**config.mk**
```make
export PLATFORM = sky130hd
export DESIGN_NAME = seg7_display
export DESIGN_NICKNAME = d
export VERILOG_FILES = /design/src/design/seg7_bus_pkg.sv /design/src/design/seg7_cfg_pkg.sv /design/src/design/seg7_display.sv /design/src/design/digit_mux.sv /design/src/design/hex_glyph.sv /design/src/design/scan_timer.sv /design/src/design/seg7_regs.sv
export SDC_FILE = /design/constraint.sdc
export NUM_CORES = 1
export LEC_CHECK = 0
export BUFFER_PORTS_ARGS = -buffer_cell sky130_fd_sc_hd__buf_2
export CORE_MARGIN = 2
export CORE_UTILIZATION = 45
export CTS_BUF_LIST = sky130_fd_sc_hd__clkbuf_2 sky130_fd_sc_hd__clkbuf_4 sky130_fd_sc_hd__clkbuf_8
export CTS_CLUSTER_DIAMETER = 200
export DETAILED_ROUTE_END_ITERATION = 16
export PLACE_DENSITY = 0.74
export SYNTH_ARGS = -nofsm -noshare
export SYNTH_HDL_FRONTEND = slang
export SYNTH_SLANG_ARGS = --single-unit
```
**constraint.sdc**
```tcl
create_clock -name clk -period 1.8 [get_ports clk]
set_input_delay 0.09 -clock clk [delete_from_list [all_inputs] [get_ports clk]]
set_output_delay 0.09 -clock clk [all_outputs]
set_load 0.02 [all_outputs]
```
**src/design/seg7_bus_pkg.sv**
```systemverilog
`default_nettype none

package seg7_bus_pkg;

    localparam int addr_w     = 8;                 // AXI4-Lite address width
    localparam int bus_data_w = 32;                // AXI4-Lite data width

    // Register map
    localparam logic [addr_w-1:0] reg_data_off = 8'h10;   // Hex value, one nibble per digit
    localparam logic [addr_w-1:0] reg_dp_off   = 8'h14;   // Decimal point mask
    localparam logic [addr_w-1:0] reg_en_off   = 8'h18;   // Digit enable mask

    // Response codes on B and R
    localparam logic [1:0] resp_okay   = 2'b00;
    localparam logic [1:0] resp_slverr = 2'b10;

endpackage

`default_nettype wire

```
**src/design/seg7_cfg_pkg.sv**
```systemverilog
`default_nettype none

package seg7_cfg_pkg;

    localparam int num_digits  = 4;                // Digits on the display
    localparam int digit_idx_w = 2;                // Enough to index num_digits
    localparam int data_w      = num_digits * 4;   // One hex nibble per digit
    localparam int scan_shifts = 10;               // Johnson stages, tick every 2x cycles

    // Segment pattern, bit 0 is segment a up to bit 6 for segment g, set means lit
    typedef logic [6:0] glyph_t;

    localparam glyph_t glyph_table [16] = '{
        7'h3f, 7'h06, 7'h5b, 7'h4f,                // 0 1 2 3
        7'h66, 7'h6d, 7'h7d, 7'h07,                // 4 5 6 7
        7'h7f, 7'h6f, 7'h77, 7'h7c,                // 8 9 A b
        7'h39, 7'h5e, 7'h79, 7'h71                 // C d E F
    };

endpackage

`default_nettype wire
```
**src/design/seg7_display.sv**
```systemverilog
`default_nettype none
`timescale 1ns/10ps

module seg7_display (
    input  logic                                  clk,
    input  logic                                  rst,
    input  logic [seg7_bus_pkg::addr_w-1:0]       s_axi_awaddr,
    input  logic                                  s_axi_awvalid,
    output logic                                  s_axi_awready,
    input  logic [seg7_bus_pkg::bus_data_w-1:0]   s_axi_wdata,
    input  logic [seg7_bus_pkg::bus_data_w/8-1:0] s_axi_wstrb,
    input  logic                                  s_axi_wvalid,
    output logic                                  s_axi_wready,
    output logic [1:0]                            s_axi_bresp,
    output logic                                  s_axi_bvalid,
    input  logic                                  s_axi_bready,
    input  logic [seg7_bus_pkg::addr_w-1:0]       s_axi_araddr,
    input  logic                                  s_axi_arvalid,
    output logic                                  s_axi_arready,
    output logic [seg7_bus_pkg::bus_data_w-1:0]   s_axi_rdata,
    output logic [1:0]                            s_axi_rresp,
    output logic                                  s_axi_rvalid,
    input  logic                                  s_axi_rready,
    output logic [7:0]                            seg,
    output logic [seg7_cfg_pkg::num_digits-1:0]   an
);

    logic [seg7_cfg_pkg::data_w-1:0]      data;
    logic [seg7_cfg_pkg::num_digits-1:0]  dp_mask;
    logic [seg7_cfg_pkg::num_digits-1:0]  en_mask;
    logic                                 tick;
    logic [seg7_cfg_pkg::digit_idx_w-1:0] digit;
    logic [3:0]                           nibble;
    seg7_cfg_pkg::glyph_t                 glyph;

    seg7_regs u_regs (
        .clk           (clk),
        .rst           (rst),
        .s_axi_awaddr  (s_axi_awaddr),
        .s_axi_awvalid (s_axi_awvalid),
        .s_axi_awready (s_axi_awready),
        .s_axi_wdata   (s_axi_wdata),
        .s_axi_wstrb   (s_axi_wstrb),
        .s_axi_wvalid  (s_axi_wvalid),
        .s_axi_wready  (s_axi_wready),
        .s_axi_bresp   (s_axi_bresp),
        .s_axi_bvalid  (s_axi_bvalid),
        .s_axi_bready  (s_axi_bready),
        .s_axi_araddr  (s_axi_araddr),
        .s_axi_arvalid (s_axi_arvalid),
        .s_axi_arready (s_axi_arready),
        .s_axi_rdata   (s_axi_rdata),
        .s_axi_rresp   (s_axi_rresp),
        .s_axi_rvalid  (s_axi_rvalid),
        .s_axi_rready  (s_axi_rready),
        .data          (data),
        .dp_mask       (dp_mask),
        .en_mask       (en_mask)
    );

    scan_timer u_scan (
        .clk   (clk),
        .rst   (rst),
        .tick  (tick),
        .digit (digit)
    );

    hex_glyph u_glyph (
        .clk    (clk),
        .rst    (rst),
        .nibble (nibble),
        .glyph  (glyph)
    );

    digit_mux u_mux (
        .clk     (clk),
        .rst     (rst),
        .tick    (tick),
        .digit   (digit),
        .data    (data),
        .dp_mask (dp_mask),
        .en_mask (en_mask),
        .nibble  (nibble),
        .glyph   (glyph),
        .seg     (seg),
        .an      (an)
    );

endmodule

`default_nettype wire

```
**src/design/digit_mux.sv**
```systemverilog
`default_nettype none
`timescale 1ns/10ps

module digit_mux (
    input  logic                                 clk,
    input  logic                                 rst,
    input  logic                                 tick,
    input  logic [seg7_cfg_pkg::digit_idx_w-1:0] digit,
    input  logic [seg7_cfg_pkg::data_w-1:0]      data,
    input  logic [seg7_cfg_pkg::num_digits-1:0]  dp_mask,
    input  logic [seg7_cfg_pkg::num_digits-1:0]  en_mask,
    output logic [3:0]                           nibble,
    input  seg7_cfg_pkg::glyph_t                 glyph,
    output logic [7:0]                           seg,
    output logic [seg7_cfg_pkg::num_digits-1:0]  an
);

    logic [seg7_cfg_pkg::digit_idx_w-1:0] sel_q;   // Digit being shown
    logic                                 en_q;
    logic                                 dot_q;
    logic                                 load_q;  // Nibble sent, glyph in flight
    logic                                 show_q;  // Glyph ready, update pins next

    // Selection sampled on tick, held for the whole scan slot
    always_ff @(posedge clk) begin
        if (tick) begin
            sel_q  <= digit;
            dot_q  <= dp_mask[digit];
            nibble <= data[digit*4 +: 4];
        end
    end

    always_ff @(posedge clk) begin
        if (rst) begin
            en_q   <= 1'b0;
            load_q <= 1'b0;
            show_q <= 1'b0;
            seg    <= '1;                            // Active low, all dark
            an     <= '1;
        end else begin
            load_q <= tick;
            show_q <= load_q;
            if (tick) begin
                en_q <= en_mask[digit];
            end
            if (show_q) begin                        // seg and an move on the same edge
                if (en_q) begin
                    seg <= {~dot_q, ~glyph};
                    an  <= ~(seg7_cfg_pkg::num_digits'(1) << sel_q);
                end else begin
                    seg <= '1;                       // Blanked digit
                    an  <= '1;
                end
            end
        end
    end

endmodule

`default_nettype wire

```
**src/design/hex_glyph.sv**
```systemverilog
`default_nettype none
`timescale 1ns/10ps

module hex_glyph (
    input  logic                 clk,
    input  logic                 rst,
    input  logic [3:0]           nibble,
    output seg7_cfg_pkg::glyph_t glyph
);

    // Clocked lookup, result appears one cycle after the nibble
    always_ff @(posedge clk) begin
        if (rst) begin
            glyph <= '0;                                    // All segments dark
        end else begin
            glyph <= seg7_cfg_pkg::glyph_table[nibble];
        end
    end

endmodule

`default_nettype wire

```
**src/design/scan_timer.sv**
```systemverilog
`default_nettype none
`timescale 1ns/10ps

module scan_timer #(
    parameter int stages = seg7_cfg_pkg::scan_shifts   // At least 2
) (
    input  logic                                 clk,
    input  logic                                 rst,
    output logic                                 tick,
    output logic [seg7_cfg_pkg::digit_idx_w-1:0] digit
);

    logic [stages-1:0] jc;     // Johnson ring, 2 x stages states
    logic              wrap;

    // Last state of the sequence, a single one in the top stage
    assign wrap = (jc == {1'b1, {(stages-1){1'b0}}});

    always_ff @(posedge clk) begin
        if (rst) begin
            jc    <= '0;
            tick  <= 1'b0;
            digit <= '0;
        end else begin
            jc   <= {jc[stages-2:0], ~jc[stages-1]};   // Twisted feedback
            tick <= wrap;                              // One cycle per full wrap
            if (wrap) begin
                digit <= digit + seg7_cfg_pkg::digit_idx_w'(1);   // Wraps modulo 4
            end
        end
    end

    // The digit index moves together with tick, so a consumer sampling
    // on tick already sees the new digit

endmodule

`default_nettype wire

```
**src/design/seg7_regs.sv**
```systemverilog
`default_nettype none
`timescale 1ns/10ps

module seg7_regs (
    input  logic                                  clk,
    input  logic                                  rst,
    input  logic [seg7_bus_pkg::addr_w-1:0]       s_axi_awaddr,
    input  logic                                  s_axi_awvalid,
    output logic                                  s_axi_awready,
    input  logic [seg7_bus_pkg::bus_data_w-1:0]   s_axi_wdata,
    input  logic [seg7_bus_pkg::bus_data_w/8-1:0] s_axi_wstrb,
    input  logic                                  s_axi_wvalid,
    output logic                                  s_axi_wready,
    output logic [1:0]                            s_axi_bresp,
    output logic                                  s_axi_bvalid,
    input  logic                                  s_axi_bready,
    input  logic [seg7_bus_pkg::addr_w-1:0]       s_axi_araddr,
    input  logic                                  s_axi_arvalid,
    output logic                                  s_axi_arready,
    output logic [seg7_bus_pkg::bus_data_w-1:0]   s_axi_rdata,
    output logic [1:0]                            s_axi_rresp,
    output logic                                  s_axi_rvalid,
    input  logic                                  s_axi_rready,
    output logic [seg7_cfg_pkg::data_w-1:0]       data,
    output logic [seg7_cfg_pkg::num_digits-1:0]   dp_mask,
    output logic [seg7_cfg_pkg::num_digits-1:0]   en_mask
);

    logic                                  aw_full;   // Write address held
    logic                                  w_full;    // Write data held
    logic [seg7_bus_pkg::addr_w-1:0]       awaddr_q;
    logic [seg7_bus_pkg::bus_data_w-1:0]   wdata_q;
    logic [seg7_bus_pkg::bus_data_w/8-1:0] wstrb_q;
    logic                                  wr_go;     // Both halves present, no B pending
    logic                                  wr_hit;
    logic                                  rd_hit;
    logic [seg7_bus_pkg::bus_data_w-1:0]   rd_word;

    // Replace the byte lanes of cur that are selected by strb
    function automatic logic [seg7_bus_pkg::bus_data_w-1:0] merge_strb(
        input logic [seg7_bus_pkg::bus_data_w-1:0]   cur,
        input logic [seg7_bus_pkg::bus_data_w-1:0]   wr,
        input logic [seg7_bus_pkg::bus_data_w/8-1:0] strb
    );
        logic [seg7_bus_pkg::bus_data_w-1:0] res;
        res = cur;
        for (int i = 0; i < seg7_bus_pkg::bus_data_w / 8; i++) begin
            if (strb[i]) begin
                res[i*8 +: 8] = wr[i*8 +: 8];
            end
        end
        return res;
    endfunction

    assign s_axi_awready = ~aw_full;
    assign s_axi_wready  = ~w_full;
    assign s_axi_arready = ~s_axi_rvalid;     // One read in flight at most
    assign wr_go         = aw_full & w_full & ~s_axi_bvalid;

    assign wr_hit = (awaddr_q == seg7_bus_pkg::reg_data_off) ||
                    (awaddr_q == seg7_bus_pkg::reg_dp_off) ||
                    (awaddr_q == seg7_bus_pkg::reg_en_off);

    always_comb begin
        rd_hit  = 1'b1;
        rd_word = '0;
        case (s_axi_araddr)
            seg7_bus_pkg::reg_data_off: rd_word = seg7_bus_pkg::bus_data_w'(data);
            seg7_bus_pkg::reg_dp_off:   rd_word = seg7_bus_pkg::bus_data_w'(dp_mask);
            seg7_bus_pkg::reg_en_off:   rd_word = seg7_bus_pkg::bus_data_w'(en_mask);
            default:                    rd_hit  = 1'b0;   // Unmapped reads back as 0
        endcase
    end

    // Handshake state and the registers themselves
    always_ff @(posedge clk) begin
        if (rst) begin
            aw_full      <= 1'b0;
            w_full       <= 1'b0;
            s_axi_bvalid <= 1'b0;
            s_axi_rvalid <= 1'b0;
            data         <= '0;
            dp_mask      <= '0;
            en_mask      <= '0;
        end else begin
            if (s_axi_awvalid && !aw_full) begin
                aw_full <= 1'b1;
            end
            if (s_axi_wvalid && !w_full) begin
                w_full <= 1'b1;
            end
            if (wr_go) begin
                s_axi_bvalid <= 1'b1;
                case (awaddr_q)
                    seg7_bus_pkg::reg_data_off:
                        data <= seg7_cfg_pkg::data_w'(merge_strb(
                            seg7_bus_pkg::bus_data_w'(data), wdata_q, wstrb_q));
                    seg7_bus_pkg::reg_dp_off:
                        dp_mask <= seg7_cfg_pkg::num_digits'(merge_strb(
                            seg7_bus_pkg::bus_data_w'(dp_mask), wdata_q, wstrb_q));
                    seg7_bus_pkg::reg_en_off:
                        en_mask <= seg7_cfg_pkg::num_digits'(merge_strb(
                            seg7_bus_pkg::bus_data_w'(en_mask), wdata_q, wstrb_q));
                    default: ;                              // Nothing written
                endcase
            end
            if (s_axi_bvalid && s_axi_bready) begin
                s_axi_bvalid <= 1'b0;
                aw_full      <= 1'b0;                      // Reopen both channels
                w_full       <= 1'b0;
            end
            if (s_axi_arvalid && !s_axi_rvalid) begin
                s_axi_rvalid <= 1'b1;
            end else if (s_axi_rvalid && s_axi_rready) begin
                s_axi_rvalid <= 1'b0;
            end
        end
    end

    // Captured payloads and response words
    always_ff @(posedge clk) begin
        if (s_axi_awvalid && !aw_full) begin
            awaddr_q <= s_axi_awaddr;
        end
        if (s_axi_wvalid && !w_full) begin
            wdata_q <= s_axi_wdata;
            wstrb_q <= s_axi_wstrb;
        end
        if (wr_go) begin
            s_axi_bresp <= wr_hit ? seg7_bus_pkg::resp_okay : seg7_bus_pkg::resp_slverr;
        end
        if (s_axi_arvalid && !s_axi_rvalid) begin
            s_axi_rdata <= rd_word;
            s_axi_rresp <= rd_hit ? seg7_bus_pkg::resp_okay : seg7_bus_pkg::resp_slverr;
        end
    end

endmodule

`default_nettype wire

```
==> metrics.yaml <==
run_status:
  status: "finished, final reports clean"
floorplan:
  rows: 36
  start_util_pct: 46.08
  die_x_um: 103.8
  die_y_um: 103.8
  core_um2: 9729
  dieArea_um2: 10780
  io_pins: 112
hold_path:
  min_path_type: "in -> reg"
clock_tree:
  cts_made_buffers: 17
  cts_root_buffer: "clkbuf_8"
  htree_num_levels: 4
  cts_tree: "built"
  cts.path.max_buffers: 2
  insertion_delay_ns: 0.42
  clk_pin_slew_ns: 0.07
  cts_sinks: 114
global_routing:
  antenna_found_initial: 0
  overflow: 0
  grt_pass1_wl_um: 14350
  grt_max_degree: 27
  grt_pass1_vias: 3011
  grt.total_usage_pct: 16.96
placed_design:
  place.gp.congestion: 0.8289
  dp_cells: 565
  hpwl_um: 5644
  dpl_cell_area_um2: 4956
  port_buffers: 75
cells_and_area:
  num-nets-final: 553
  drive_gt1_share_pct: 26.00
  syn_to_final_growth_pct: 29.50
  final.fill_count: 768
  fin_cells: 633
  antenna_cells: 0
  design_area_um2: 5806
detailed_routing:
  drtAntennaViolNets: 0
  vias_per_cell: 4.763
  top_layer: "met4"
  wl_per_cell_um: 13.40
  drt_first_pass_iters: 4
  m1WireLength_um: 3635
  met3_length_um: 423
  drc: 0
  drt-total-wl_um: 8483
  vias: 3015
  drt_iter0_markers: 88
  wl_met2_um: 4270
synthesis:
  yosysWarningCount: 0
  syn_area_um2: 4483
  ys_top_cells_by_area: "edfxtp_1, dfxtp_1, mux2i_1"
  synth.distinct_cells: 34
  yosysSeqAreaShare_pct: 62.29
  synth_top_area_share_pct: 34.16
  synth_ff_type: "dfxtp_1"
  yosys-top-cells-count: "dfxtp_1, edfxtp_1, nor2_1"
  synth_top_area_cell: "edfxtp_1"
  synth_edf_count: 51
  netlist_instances: 366
  ys_ff_latch: 114
  yosysMostFrequentCell: "dfxtp_1"
  ys_async_sr_fraction_pct: 0
  syn_area_per_cell_um2: 12.25
sta:
  slew-limit-headroom_pct: 57.94
  fmax_mhz: 573.1
  final_max_slew_viol_count: 0
  post-route-min-period_ns: 1.745
  rsz0062_at_grt: "true"
  tightest_slew_ns: 0.6296
  hold_slack_ns: 0.06277
  skew_ns: 0.01193
  timing.final.crit_share_pct: 96.93
  final_hold_viol_count: 0
  setup_violations: 0
power_and_ir_drop:
  net-switching-power_mw: 1.222
  p_int_mw: 4.775
  finalPower_mw: 5.997
  clkPwrFrac_pct: 48.1
  power_density_nw_per_um2: 1033
  seqPwrFrac_pct: 46.9
  pwr-share-comb_pct: 5.1
  ir_drop_mv: 0.8037
  p_leak_nw: 2.381
  swShare_pct: 20.38
critical_path:
  crit_slowest_cell: "or4b_4"
  worstPathMaxFanout: 4
  crit_path_max_incr_delay_ns: 0.58
  worstPathRequired_ns: 2.09
  crit_type: "reg -> reg"
  path_delay_family: "simple AND/OR/NAND/NOR gates"
  cp-end-kind: "flop"
  cp_cell_sequence: "or4b_4 > nor4_4 > buf_4 > mux2i_1 > nor2_1"
  critical_path_buf_inv_count: 1
  critPathArrivalTime_ns: 2.04
  start_kind: "flop"
job:
  cap_violations: 0
[area by class of cell]
type | count | area (um2) | area share, %
flip-flops and latches | 114 | 2793 | 48.10
multi-input cells | 226 | 1529 | 26.34
repair buffers | 120 | 795.8 | 13.71
clock buffers | 20 | 262.8 | 4.526
clock inverters | 12 | 229.0 | 3.944
well taps | 133 | 166.4 | 2.866
inverters | 8 | 30.03 | 0.5172
[flip-flops by register name, summed over array words and instances, names as in the netlist, 2 cells and up]
| name | count |
|---|---|
| u_glyph.glyph | 7 |
| u_mux.nibble | 4 |
| u_mux.an | 4 |
| u_regs.awaddr_q | 8 |
| u_mux.seg | 8 |
| u_scan.jc | 10 |
| u_scan.digit | 2 |
| u_regs.data | 16 |
| u_regs.dp_mask | 4 |
| u_regs.en_mask | 4 |
| u_regs.s_axi_rdata | 16 |
| u_regs.wstrb_q | 2 |
| u_mux.sel_q | 2 |
| u_regs.wdata_q | 16 |
[cells in the final DEF (no fill, tap or decap), types with 4 or more instances in the layout]
cell | Yosys | layout
edfxtp_1 | 51 | 51
o22ai_1 | 4 | 4
a21oi_1 | 6 | 6
nand2_1 | 11 | 11
buf_2 | 1 | 75
o21ai_0 | 15 | 15
conb_1 | 1 | 18
dlygate4sd3_1 | 0 | 33
and2_1 | 12 | 12
ha_1 | 7 | 7
mux2i_1 | 26 | 26
nand3_1 | 9 | 9
mux4_2 | 7 | 7
nor2_1 | 37 | 37
buf_4 | 18 | 12
nand2b_1 | 24 | 24
nand3b_1 | 5 | 5
clkbuf_8 | 0 | 18
inv_1 | 8 | 8
dfxtp_1 | 63 | 63
bufinv_16 | 0 | 6
nor2b_1 | 18 | 18
nand4_1 | 4 | 4
[per-layer routing]
metal,vias to the layer above,GRT usage (%)
li1,1487,-
met1,1410,19.16
met2,104,29.56
met3,14,5.349
met4,0,7.143
met5,-,0
[what timing repair did]
action,in CTS,in global routing
endpoints found under the hold margin,30,0
endpoints found under the setup margin,8,6
gates resized for setup,0,1
setup buffers,1,2
pin swaps,2,2
hold buffers,33,0
[worst paths after layout]
check / start / slack, ns / cells after the start / to
min reg2reg: u_mux.load_q$_SDFF_PP0_ / 0.43 / 1 / u_mux.show_q$_SDFF_PP0_
max: u_regs.awaddr_q[5]$_DFFE_PP_ / 0.06 / 5 / u_regs.en_mask[3]$_SDFFE_PP0P_
max reg2reg: u_regs.awaddr_q[5]$_DFFE_PP_ / 0.06 / 5 / u_regs.en_mask[3]$_SDFFE_PP0P_
min: s_axi_araddr[2] / 0.06 / 2 / u_regs.s_axi_rresp[1]$_DFFE_PP_
[stage by stage]
| stage | worst slack [ns] | utilization (%) | setup TNS, ns |
|---|---|---|---|
| 5_1_grt | -0.03717 | 59.67 | -0.07298 |
| 2_1_floorplan | 0.1004 | - | 0 |
| 4_1_cts | 0.03335 | 59.47 | 0 |
| 3_5_place_dp | 0.001556 | 50.94 | 0 |
| 3_3_place_gp | 0.03330 | 50.94 | 0 |
| 6_report | 0.05517 | 59.67 | 0 |
[cells by family (layout without fill, tap and decap cells)]
kind of cell | count (synthesis) | count (layout) | synth area share [%]
AND/OR/NAND/NOR | 132 | 132 | 16.33
flip-flops | 114 | 114 | 62.29
buffers and inverters | 43 | 160 | 5.135
AO/OA/AOI/OAI | 34 | 34 | 4.493
multiplexers | 33 | 33 | 9.322
adder cells (fa/ha/maj) | 7 | 7 | 1.954
XOR/XNOR | 2 | 2 | 0.3908
other | 1 | 18 | 0.08365
[power groups by stage]
stage	Sequential, mW	Clock [mW]	Combinational (mW)
final	2.81	2.88	0.303
after global routing	2.82	3.05	0.330
after CTS	2.81	2.93	0.299
after detailed placement	2.87	0	0.242
after global placement	2.86	0	0.237
after floorplan	2.89	0	0.151
[worst register-to-register path: cells and delay by family (launching register included)]
kind / cells / cell delay (ns)
and+or+nand+nor: 3 / 0.86
muxes: 1 / 0.18
DFF: 1 / 0.39
buffers and inverters: 1 / 0.18
No activity file was read; power rests on OpenSTA's default activity.
